--- src/common/redmule_pkg.sv ---
// Shared widths, APB register map and pipeline opcodes for the MX vector engine.
// The APB data bus is fixed at 32 bits, so reg_beat carries at most four lanes.
// Result registers sit at reg_res_base + 4*lane and are word aligned.

package redmule_pkg;

  // Packed X element and weight width
  localparam int unsigned elem_w = 8;

  // Shared exponent field, shifts 0 to 7
  localparam int unsigned exp_w = 3;

  // Decoded element, signed, wide enough for -128 << 7
  localparam int unsigned dec_w = 16;

  // Accumulator and Z register width
  localparam int unsigned acc_w = 32;

  // APB bus widths
  localparam int unsigned apb_addr_w = 8;
  localparam int unsigned apb_data_w = 32;

  // Register offsets
  localparam logic [apb_addr_w-1:0] reg_ctrl     = 8'h00;
  localparam logic [apb_addr_w-1:0] reg_xexp     = 8'h04;
  localparam logic [apb_addr_w-1:0] reg_welem    = 8'h08;
  localparam logic [apb_addr_w-1:0] reg_beat     = 8'h0C;
  localparam logic [apb_addr_w-1:0] reg_status   = 8'h10;
  localparam logic [apb_addr_w-1:0] reg_res_base = 8'h20;

  // Ops travelling down the decoder, PE and collector stages
  typedef enum logic [1:0] {
    op_nop   = 2'd0,
    op_mac   = 2'd1,
    op_clear = 2'd2
  } op_e;

endpackage : redmule_pkg

--- src/engine/redmule_pe.sv ---
// One lane: signed multiply of decoded X by the weight, accumulated modulo 2^32.
// ovf_o pulses for one cycle when a MAC leaves the signed 32-bit range.
// op_clear zeroes the accumulator; the op is passed on one cycle later.

`timescale 1ns/1ps

module redmule_pe
  import redmule_pkg::*;
(
  input  logic              clk_i,
  input  logic              rst_n_i,
  input  op_e               op_i,
  input  logic [dec_w-1:0]  xdec_i,
  input  logic [elem_w-1:0] welem_i,
  output op_e               op_o,
  output logic [acc_w-1:0]  acc_o,
  output logic              ovf_o
);

  logic signed [dec_w+elem_w-1:0] prod;
  logic signed [acc_w:0]          sum;
  logic signed [acc_w-1:0]        acc_q;
  logic                           ovf_q;
  op_e                            op_q;

  assign prod = $signed(xdec_i) * $signed(welem_i);
  // One guard bit, so the top two bits differ on overflow
  assign sum  = acc_q + prod;

  always_ff @(posedge clk_i) begin
    if (!rst_n_i) begin
      acc_q <= '0;
      ovf_q <= 1'b0;
      op_q  <= op_nop;
    end else begin
      op_q  <= op_i;
      ovf_q <= 1'b0;
      case (op_i)
        op_mac: begin
          acc_q <= sum[acc_w-1:0];
          ovf_q <= sum[acc_w] ^ sum[acc_w-1];
        end
        op_clear: acc_q <= '0;
        default:  acc_q <= acc_q;
      endcase
    end
  end

  assign op_o  = op_q;
  assign acc_o = acc_q;
  assign ovf_o = ovf_q;

endmodule : redmule_pe

--- src/engine/redmule_z_collector.sv ---
// Collects lane accumulators into Z registers after every op.
// All lanes run in lockstep, so lane 0's op stands for the whole row.
// Sticky overflow bits are held until an op_clear reaches this stage.
// done_o pulses once per op, which lets the APB side count ops in flight.

`timescale 1ns/1ps

module redmule_z_collector
  import redmule_pkg::*;
#(
  parameter int unsigned num_lanes = 4
)(
  input  logic                            clk_i,
  input  logic                            rst_n_i,
  input  op_e                             op_i,
  input  logic [num_lanes-1:0][acc_w-1:0] acc_i,
  input  logic [num_lanes-1:0]            ovf_i,
  output logic [num_lanes-1:0][acc_w-1:0] z_o,
  output logic [num_lanes-1:0]            sticky_o,
  output logic                            done_o
);

  logic [num_lanes-1:0][acc_w-1:0] z_q;
  logic [num_lanes-1:0]            sticky_q;
  logic                            done_q;

  always_ff @(posedge clk_i) begin
    if (!rst_n_i) begin
      z_q    <= '0;
      done_q <= 1'b0;
    end else begin
      done_q <= (op_i != op_nop);
      if (op_i != op_nop) begin
        z_q <= acc_i;
      end
    end
  end

  // Overflow pulses only come with a MAC, so the clear can take priority
  always_ff @(posedge clk_i) begin
    if (!rst_n_i) begin
      sticky_q <= '0;
    end else if (op_i == op_clear) begin
      sticky_q <= '0;
    end else begin
      sticky_q <= sticky_q | ovf_i;
    end
  end

  assign z_o      = z_q;
  assign sticky_o = sticky_q;
  assign done_o   = done_q;

endmodule : redmule_z_collector

--- src/hdl/redmule_mx_decoder.sv ---
// MX decode stage: each signed 8-bit element is scaled by 2^xexp.
// The product of the largest magnitude element and shift 7 still fits in dec_w.
// Op, weight and decoded lanes are registered together as one stage.

`timescale 1ns/1ps

module redmule_mx_decoder
  import redmule_pkg::*;
#(
  parameter int unsigned num_lanes = 4
)(
  input  logic                             clk_i,
  input  logic                             rst_n_i,
  input  op_e                              op_i,
  input  logic [exp_w-1:0]                 xexp_i,
  input  logic [elem_w-1:0]                welem_i,
  input  logic [num_lanes-1:0][elem_w-1:0] beat_i,
  output op_e                              op_o,
  output logic [elem_w-1:0]                welem_o,
  output logic [num_lanes-1:0][dec_w-1:0]  xdec_o
);

  logic [num_lanes-1:0][dec_w-1:0] xdec_d;
  logic [num_lanes-1:0][dec_w-1:0] xdec_q;
  logic [elem_w-1:0]               welem_q;
  op_e                             op_q;

  // Sign extend, then shift by the shared exponent
  always_comb begin
    for (int i = 0; i < num_lanes; i++) begin
      xdec_d[i] = {{(dec_w-elem_w){beat_i[i][elem_w-1]}}, beat_i[i]} << xexp_i;
    end
  end

  always_ff @(posedge clk_i) begin
    if (!rst_n_i) begin
      op_q <= op_nop;
    end else begin
      op_q <= op_i;
    end
  end

  // Data path, meaningful only alongside a valid op
  always_ff @(posedge clk_i) begin
    xdec_q  <= xdec_d;
    welem_q <= welem_i;
  end

  assign op_o    = op_q;
  assign welem_o = welem_q;
  assign xdec_o  = xdec_q;

endmodule : redmule_mx_decoder

--- src/hdl/redmule_apb_regs.sv ---
// APB slave with the engine's configuration registers and op issue.
// Writes never stall. A read stalls while any issued op has not reached the collector.
// Unmapped accesses end with pslverr; such writes are dropped and reads return zero.
// op_o is driven straight from the completing write, so it is valid for that cycle only.

`timescale 1ns/1ps

module redmule_apb_regs
  import redmule_pkg::*;
#(
  parameter int unsigned num_lanes = 4
)(
  input  logic                             clk_i,
  input  logic                             rst_n_i,
  input  logic                             psel_i,
  input  logic                             penable_i,
  input  logic                             pwrite_i,
  input  logic [apb_addr_w-1:0]            paddr_i,
  input  logic [apb_data_w-1:0]            pwdata_i,
  output logic [apb_data_w-1:0]            prdata_o,
  output logic                             pready_o,
  output logic                             pslverr_o,
  input  logic [num_lanes-1:0][acc_w-1:0]  z_i,
  input  logic [num_lanes-1:0]             ovf_i,
  input  logic                             done_i,
  output op_e                              op_o,
  output logic [exp_w-1:0]                 xexp_o,
  output logic [elem_w-1:0]                welem_o,
  output logic [num_lanes-1:0][elem_w-1:0] beat_o
);

  // Enough headroom for the three pipeline stages
  localparam int unsigned cnt_w = 3;

  logic [exp_w-1:0]  xexp_q;
  logic [elem_w-1:0] welem_q;
  logic [cnt_w-1:0]  inflight_q;
  logic              addr_hit;
  logic              access;
  logic              wr_done;
  logic              issue;

  assign access  = psel_i && penable_i;
  // Writes always see pready high
  assign wr_done = access && pwrite_i && addr_hit;

  assign pready_o  = !(psel_i && !pwrite_i && (inflight_q != '0));
  assign pslverr_o = access && pready_o && !addr_hit;

  // Address decode and read mux
  always_comb begin
    addr_hit = 1'b1;
    prdata_o = '0;
    case (paddr_i)
      reg_ctrl, reg_beat: prdata_o = '0;
      reg_xexp:           prdata_o = apb_data_w'(xexp_q);
      reg_welem:          prdata_o = apb_data_w'(welem_q);
      reg_status:         prdata_o = apb_data_w'(ovf_i);
      default: begin
        addr_hit = 1'b0;
        // Lane results, one word each
        for (int i = 0; i < num_lanes; i++) begin
          if (paddr_i == apb_addr_w'(reg_res_base + 4 * i)) begin
            addr_hit = 1'b1;
            prdata_o = z_i[i];
          end
        end
      end
    endcase
  end

  always_ff @(posedge clk_i) begin
    if (!rst_n_i) begin
      xexp_q  <= '0;
      welem_q <= '0;
    end else if (wr_done) begin
      if (paddr_i == reg_xexp) begin
        xexp_q <= pwdata_i[exp_w-1:0];
      end
      if (paddr_i == reg_welem) begin
        welem_q <= pwdata_i[elem_w-1:0];
      end
    end
  end

  // Op issue on a completed beat or clear write
  always_comb begin
    op_o = op_nop;
    if (wr_done && paddr_i == reg_beat) begin
      op_o = op_mac;
    end else if (wr_done && paddr_i == reg_ctrl && pwdata_i[0]) begin
      op_o = op_clear;
    end
  end

  assign issue   = (op_o != op_nop);
  assign xexp_o  = xexp_q;
  assign welem_o = welem_q;

  // Lane i takes byte i of the beat word
  always_comb begin
    for (int i = 0; i < num_lanes; i++) begin
      beat_o[i] = pwdata_i[i*elem_w +: elem_w];
    end
  end

  // Ops issued minus done pulses from the collector
  always_ff @(posedge clk_i) begin
    if (!rst_n_i) begin
      inflight_q <= '0;
    end else if (issue && !done_i) begin
      inflight_q <= inflight_q + 1'b1;
    end else if (!issue && done_i) begin
      inflight_q <= inflight_q - 1'b1;
    end
  end

endmodule : redmule_apb_regs

--- src/hdl/redmule_top.sv ---
// MX vector engine top: APB slave, MX decoder, one PE per lane and a Z collector.
// num_lanes must be 1 to 4, since one reg_beat write carries four 8-bit elements.
// Results are readable three cycles after the issuing write completes.

`timescale 1ns/1ps

module redmule_top
  import redmule_pkg::*;
#(
  parameter int unsigned num_lanes = 4
)(
  input  logic                  clk_i,
  input  logic                  rst_n_i,
  input  logic                  psel_i,
  input  logic                  penable_i,
  input  logic                  pwrite_i,
  input  logic [apb_addr_w-1:0] paddr_i,
  input  logic [apb_data_w-1:0] pwdata_i,
  output logic [apb_data_w-1:0] prdata_o,
  output logic                  pready_o,
  output logic                  pslverr_o
);

  // Issue stage outputs
  op_e                              issue_op;
  logic [exp_w-1:0]                 issue_xexp;
  logic [elem_w-1:0]                issue_welem;
  logic [num_lanes-1:0][elem_w-1:0] issue_beat;

  // Decoder stage outputs
  op_e                              dec_op;
  logic [elem_w-1:0]                dec_welem;
  logic [num_lanes-1:0][dec_w-1:0]  dec_x;

  // Lane outputs, lane 0 carries the op to the collector
  op_e                              lane_op [num_lanes];
  logic [num_lanes-1:0][acc_w-1:0]  lane_acc;
  logic [num_lanes-1:0]             lane_ovf;

  // Collector outputs
  logic [num_lanes-1:0][acc_w-1:0]  z_regs;
  logic [num_lanes-1:0]             z_sticky;
  logic                             z_done;

  redmule_apb_regs #(
    .num_lanes ( num_lanes )
  ) i_apb_regs (
    .clk_i     ( clk_i       ),
    .rst_n_i   ( rst_n_i     ),
    .psel_i    ( psel_i      ),
    .penable_i ( penable_i   ),
    .pwrite_i  ( pwrite_i    ),
    .paddr_i   ( paddr_i     ),
    .pwdata_i  ( pwdata_i    ),
    .prdata_o  ( prdata_o    ),
    .pready_o  ( pready_o    ),
    .pslverr_o ( pslverr_o   ),
    .z_i       ( z_regs      ),
    .ovf_i     ( z_sticky    ),
    .done_i    ( z_done      ),
    .op_o      ( issue_op    ),
    .xexp_o    ( issue_xexp  ),
    .welem_o   ( issue_welem ),
    .beat_o    ( issue_beat  )
  );

  redmule_mx_decoder #(
    .num_lanes ( num_lanes )
  ) i_mx_decoder (
    .clk_i   ( clk_i       ),
    .rst_n_i ( rst_n_i     ),
    .op_i    ( issue_op    ),
    .xexp_i  ( issue_xexp  ),
    .welem_i ( issue_welem ),
    .beat_i  ( issue_beat  ),
    .op_o    ( dec_op      ),
    .welem_o ( dec_welem   ),
    .xdec_o  ( dec_x       )
  );

  for (genvar i = 0; i < num_lanes; i++) begin : gen_lanes
    redmule_pe i_pe (
      .clk_i   ( clk_i       ),
      .rst_n_i ( rst_n_i     ),
      .op_i    ( dec_op      ),
      .xdec_i  ( dec_x[i]    ),
      .welem_i ( dec_welem   ),
      .op_o    ( lane_op[i]  ),
      .acc_o   ( lane_acc[i] ),
      .ovf_o   ( lane_ovf[i] )
    );
  end

  redmule_z_collector #(
    .num_lanes ( num_lanes )
  ) i_z_collector (
    .clk_i    ( clk_i      ),
    .rst_n_i  ( rst_n_i    ),
    .op_i     ( lane_op[0] ),
    .acc_i    ( lane_acc   ),
    .ovf_i    ( lane_ovf   ),
    .z_o      ( z_regs     ),
    .sticky_o ( z_sticky   ),
    .done_o   ( z_done     )
  );

endmodule : redmule_top

--- config.mk ---
export PLATFORM = sky130hd
export DESIGN_NAME = redmule_top
export DESIGN_NICKNAME = d
export VERILOG_FILES = /design/src/common/redmule_pkg.sv /design/src/engine/redmule_pe.sv /design/src/engine/redmule_z_collector.sv /design/src/hdl/redmule_mx_decoder.sv /design/src/hdl/redmule_apb_regs.sv /design/src/hdl/redmule_top.sv
export SDC_FILE = /design/constraint.sdc
export NUM_CORES = 2
export LEC_CHECK = 0
export ABC_AREA = 1
export BUFFER_PORTS_ARGS = -buffer_cell sky130_fd_sc_hd__buf_2
export CAP_MARGIN = 20
export CORE_MARGIN = 8
export CORE_UTILIZATION = 31
export CTS_BUF_LIST = sky130_fd_sc_hd__clkbuf_4 sky130_fd_sc_hd__clkbuf_8
export DETAILED_ROUTE_END_ITERATION = 10
export HOLD_SLACK_MARGIN = 0.08
export PLACE_DENSITY_LB_ADDON = 0.08
export SLEW_MARGIN = 20
export SYNTH_ARGS = -nofsm -noshare
export SYNTH_HDL_FRONTEND = slang
export SYNTH_SLANG_ARGS = --single-unit
--- constraint.sdc ---
create_clock -name clk_i -period 5.75 [get_ports clk_i]
set_input_delay 0.575 -clock clk_i [delete_from_list [all_inputs] [get_ports clk_i]]
set_output_delay 0.575 -clock clk_i [all_outputs]
set_load 0.05 [all_outputs]
# Yosys cells after proc, flatten, opt, wreduce, memory -nomap -nowiden
# Index checks and enable logic that the tools add are counted.
[op_classes]
addsub = 6
mul = 4
n_eq_ne = 11
shifts = 4
n_mux = 18
bitwise_logic = 6
n_reduce_logical = 29
[ops]
columns = ["cell", "count"]
rows = [
  ["$pmux W32 S2", 4],
  ["$add A32 B24 Y33", 4],
  ["$mux W32", 4],
  ["$pmux W32 S4", 1],
  ["$mul A16 B8 Y24", 4],
  ["$shl A16 B3 Y16", 4],
  ["$eq A8 B6 Y1 const B", 4],
  ["$eq A8 B4 Y1 const B", 2],
  ["$logic_and A1 B1 Y1", 12],
  ["$eq A8 B3 Y1 const B", 1],
  ["$eq A8 B5 Y1 const B", 1],
  ["$logic_not A8 Y1", 1],
  ["$reduce_bool A2 Y1", 4],
  ["$mux W3", 2],
  ["$reduce_and A2 Y1", 3],
  ["$logic_not A1 Y1", 5],
  ["$mux W1", 5],
  ["$reduce_or A5 Y1", 1],
  ["$eq A2 B2 Y1 const B", 2],
  ["$mux W2", 2],
  ["$or A4 B4 Y4", 1],
  ["$reduce_or A2 Y1", 2],
  ["$xor A1 B1 Y1", 4],
  ["$add A3 B1 Y3 const B", 1],
  ["4 further kinds", 4],
]
[word_totals]
regBits = 355
input_bits = 45
output_inout_bits = 34
wordCells = 102

# Depth between registers and ports, before layout
[logic_depth]
word_depth = 16
depth_mapped = 26
ltp_nobuf = 24

# Modules after synthesis
# From an unflattened synthesis, not the netlist that was laid out.
[unflattened]
cells_unflattened = 6198
area_unflattened_um2 = 44626.6
[modules_own_cells]
columns = ["module", "n_inst", "cells_each", "area_per_inst_um2", "seq_area_each_um2"]
rows = [
  ["redmule_pe at gen_lanes[2].i_pe", 1, 1155, 8554.5, 700.7],
  ["redmule_pe at gen_lanes[1].i_pe", 1, 1155, 8552.0, 700.7],
  ["redmule_pe at gen_lanes[0].i_pe", 1, 1148, 8549.4, 700.7],
  ["redmule_pe at gen_lanes[3].i_pe", 1, 1134, 8493.1, 700.7],
  ["redmule_z_collector", 1, 828, 5345.1, 2662.6],
  ["redmule_mx_decoder", 1, 391, 2946.6, 1401.3],
  ["redmule_apb_regs", 1, 387, 2185.8, 280.3],
]

# Worst setup path after synthesis
# Ideal clock, no wire load.
[synth_path]
kind = "register to register"
startpoint = "register i_mx_decoder.welem_q[0] (netlist: i_mx_decoder.welem_o[0])"
endpoint = "register gen_lanes[3].i_pe.acc_q[20]"
setup_ns = 0.132
arrival_ns = 5.090
required_time_ns = 5.618
path_slack_ns = 0.528
path_stages_with_launch = 20
path_buffers = 2
synth_period_minus_slack_ns = 5.222
cell_sequence = "dfxtp_1 -> clkbuf_1 -> clkbuf_1 -> nand2_1 -> inv_1 -> fa_1 -> fa_1 -> fa_1 -> fa_1 -> ha_1 -> ha_1 -> nand2_1 -> inv_1 -> a21oi_1 -> nand3_1 -> nand2_1 -> nand2_1 -> or2_2 -> nand3_1 -> a21oi_1"
[synth_between]
elab_chain_len = 3
[synth_rtl]
columns = ["element", "line_no", "text"]
rows = [
  ["start, declared", "redmule_mx_decoder.sv:25", "logic [elem_w-1:0] welem_q;"],
  ["start signal, assigned", "redmule_mx_decoder.sv:46", "welem_q <= welem_i;"],
  ["$mul A16 B8 Y24", "redmule_pe.sv:26", "assign prod = $signed(xdec_i) * $signed(welem_i);"],
  ["$add A32 B24 Y33", "redmule_pe.sv:28", "assign sum = acc_q + prod;"],
  ["$pmux W32 S2", "redmule_pe.sv:38", "case (op_i)"],
  ["end signal, assigned", "redmule_pe.sv:40", "acc_q <= sum[acc_w-1:0];"],
  ["end signal, assigned", "redmule_pe.sv:44", "default: acc_q <= acc_q;"],
  ["end, declared", "redmule_pe.sv:22", "logic signed [acc_w-1:0] acc_q;"],
]
# Every way passes these cells.
# A chain may end at the register's enable or synchronous reset.

# Worst setup path after layout
[layout_path]
startpoint = "register i_mx_decoder.welem_q[1] (netlist: i_mx_decoder.welem_o[1])"
endpoint = "register gen_lanes[1].i_pe.acc_q[21]"
[layout_between]
elab_chain_len = 3
[layout_rtl]
columns = ["element", "line_no"]
rows = [
  ["$mul A16 B8 Y24", "redmule_pe.sv:26"],
  ["$add A32 B24 Y33", "redmule_pe.sv:28"],
  ["$pmux W32 S2", "redmule_pe.sv:38"],
  ["end signal, assigned", "redmule_pe.sv:40"],
  ["end signal, assigned", "redmule_pe.sv:44"],
  ["end, declared", "redmule_pe.sv:22"],
]
# Every way passes these cells.

==> results.toml <==
[power_and_ir_drop]
power_density_normalized_to_cell_area_nw_per_um2 = 129
vdd_drop_max_mv = 0.134
total_leakage_power_nw = 26.4

[sta]
timing.final.crit_period_ns = 5.52
maxClockFrequency_ghz = 0.181
timing.setup.tns_ns = 0
final.setup_skew_ns = 0.0652
hold_violations = 0
grt_setup_unrepaired = "no"
tightestPinTransition_ns = 1.06
post-route-period-util = 0.960
maxSlewViolCount = 0
report.final.setup_viol = 0
max_slew_margin = 0.293

[detailed_routing]
firstDrtPassIters = 6
viasPerCell = 4.64
routedWlPerCell_um = 19.3
drt.antenna.violating_nets = 0
drc = 0
detailedRoute.firstIterationViolations = 2509
vias = 34349
finalWirelength_um = 143000

[cts]
htree_num_levels = 3
cts.path.max_buffers = 3
cts_setup_buffers = 0
clk_pin_slew_worst_paths_ns = 0.06
cts_sinks = 351
clk_root_buffer_cell = "clkbuf_8"
cts_inserted_buffers = 78
cts_tree = "done"
clock_insertion_delay_worst_skew_ns = 0.78

[synthesis]
number_of_unique_standard_cell_types_used_by_synthesis = 44
share_of_synthesized_area_occupied_by_flip_flops_and_latches = 0.170
post_synth_inst_count = 5493
synth.net_count = 6474
synth_largest_type_area_fraction = 0.312
synth_edf_count = 0
synth_top_cells_by_area = "fa_1, dfxtp_1, nand2_1"
synthesis_warning_total = 0
synth_async_sr_flop_share = 0
synth_top_flop_cell = "dfxtp_1"
yosysTopAreaCell = "fa_1"
synth_seq_cells = 351
syn_avg_cell_area_um2 = 7.53
synth.top_cells.by_count = "nand2_1, inv_1, fa_1, nor2_1, dfxtp_1"
synth.cell_area_um2 = 41400
synth_most_common_cell = "nand2_1"

[placed_design]
finalWeightedCongestion = 0.873
io_buffer_count = 78
dp.final_hpwl_um = 115000
total_placed_cells_including_tap_cells = 7247

[final_layout]
fillers = 14324
final_net_count = 6552
layout.cells.non_filler = 7401
drive_above_1_share = 0.0746
finish.utilization = 0.348
layout-area-overhead-vs-synth_pct = 11.8

[global_routing]
overflow = 0
antenna_violations_before_repair = 16
maximum_number_of_pins_on_one_net_before_global_route_repair = 129
grt_pass1_wl_um = 220000
globalRouteTotalUtil = 0.196
first_global_vias = 34881

[worst_setup_path]
crit_path_end = "gen_lanes[1].i_pe.acc_o[21]"
worst-endpoint-arrival_ns = 6.23
crit_start_category = "flop"
timing.setup.critical_path_class = "reg -> reg"
rr_endpoint = "gen_lanes[1].i_pe.acc_o[21]"
worst_setup_path_end_kind = "flop"
worstReg2RegStart = "i_mx_decoder.welem_o[1]"
critical_path_required_ns = 6.46
r2r_setup_slack_ns = 0.23
reg2reg_depth = 19
worst-path-max-fanout = 31
crit_path_start = "i_mx_decoder.welem_o[1]"

[floorplan]
chipHeight_um = 381
fp.dieArea_um2 = 145000
cell_row_count = 134
initial_core_util = 0.311
io-pin-count = 79
area_of_the_core_um2 = 133000
die_width_um = 381

[worst_hold_path]
worstHoldPathType = "in -> reg"

[run]
timing.max_cap.violations = 0

[status]
status = "finished, final reports clean"
## stage by stage
step / total power [mW] / setup WS (ns) / hold slack [ns] / area (um2)
detailed placement: 2.75 / 0.159 / 0.336 / 44400
floorplan: 2.64 / 0.528 / 0.331 / 41400
global placement: 2.75 / 0.195 / 0.333 / 44400
global route: 6.23 / 0.0560 / 0.147 / 46200
CTS: 6.12 / 0.170 / 0.0981 / 46200
finish: 5.99 / 0.229 / 0.182 / 46300
## sequential cells by signal, indices dropped and copies added, names as in the netlist
name and cells:
i_apb_regs.xexp_o 3, i_z_collector.sticky_o 4, i_mx_decoder.op_o 2, gen_lanes.i_pe.op_o 2, i_apb_regs.welem_o 8, i_z_collector.done_o 1
i_mx_decoder.xdec_o 60, gen_lanes.i_pe.acc_o 128, i_mx_decoder.welem_o 8, i_apb_regs.inflight_q 3, i_z_collector.z_o 128, gen_lanes.i_pe.ovf_o 4
## report_power, final
part	switching (mW)	internal, mW
clock	1.43	1.85
combinational	0.132	0.0461
sequential	0.0716	2.46
total	1.64	4.35
## worst max-delay path, stage by stage, from the launching register on
cell     delay, ns
dfxtp_2       0.34
buf_12        0.22
buf_4         0.32
nand2_1       0.13
fa_1          0.52
inv_1         0.05
fa_1          0.48
fa_1          0.57
fa_1          0.41
ha_1          0.29
ha_1          0.36
nand2_1       0.13
inv_1         0.10
nand2_1       0.10
nor2_1        0.44
nand4_1       0.26
buf_4         0.24
nand4_1       0.09
nand3_1       0.21
a21oi_1       0.21
## what timing repair did
item	CTS	global route
hold endpoints to repair	14	0
hold buffers	12	0
resized for setup	0	2
endpoints found under the setup margin	0	14
## layout by cell type, fill, tap and decap left out, drive strengths merged
cell type,instances
a21oi,285
nor3,35
nor2,413
dfxtp,351
buf,224
and3,2
o2111ai,2
inv,1053
clkbuf,107
a21o,6
dlygate4sd3,12
xnor2,12
a22o,3
o211ai,11
a31oi,17
o21bai,19
fa,645
bufinv,6
nand4,45
clkinv,18
ha,291
xor2,14
diode,4
clkinvlp,1
a221oi,4
and2,13
a21boi,30
or2,24
o21ai,263
o21a,4
nand3b,23
mux2i,4
nand2,1464
nand3,228
## layer usage
layer	track usage	wire length, um	vias to the layer above
li1	-	-	16848
met1	0.293	71200	16616
met2	0.295	60300	763
met3	0.0343	8560	120
met4	0.0399	2510	2
met5	0	13	-
## final cells by class
cell class	instances	area [um2]	area share
multi-input cells	3857	29500	0.637
repair buffers	236	1860	0.0402
clock inverters	31	352	0.00760
well taps	1768	2210	0.0478
clock buffers	107	1390	0.0299
flip-flops and latches	351	7040	0.152
diodes	4	10.0	0.000216
inverters	1047	3940	0.0851
## how the worst min path moves through the flow
stage | startpoint | end | slack [ns] | depth (start not counted)
floorplan | i_apb_regs.welem_o[1] | i_mx_decoder.welem_o[1] | 0.33 | 0
global placement | i_apb_regs.welem_o[5] | i_mx_decoder.welem_o[5] | 0.33 | 0
detailed placement | i_apb_regs.welem_o[5] | i_mx_decoder.welem_o[5] | 0.34 | 0
CTS | pwdata_i[6] | i_apb_regs.welem_o[6] | 0.1 | 3
global route | pwdata_i[0] | i_mx_decoder.xdec_o[0] | 0.15 | 3
finish | pwdata_i[6] | i_apb_regs.welem_o[6] | 0.18 | 3
## cells by family after synthesis
| logic type | synth area share |
|---|---|
| AND/OR/NAND/NOR | 0.221 |
| buffers and inverters | 0.119 |
| XOR/XNOR | 0.00550 |
| multiplexers | 0.000967 |
| adder cells (fa/ha/maj) | 0.400 |
| AO/OA/AOI/OAI | 0.0837 |
| flip-flops | 0.170 |
Note: power is estimated with default switching activity, not from simulation.
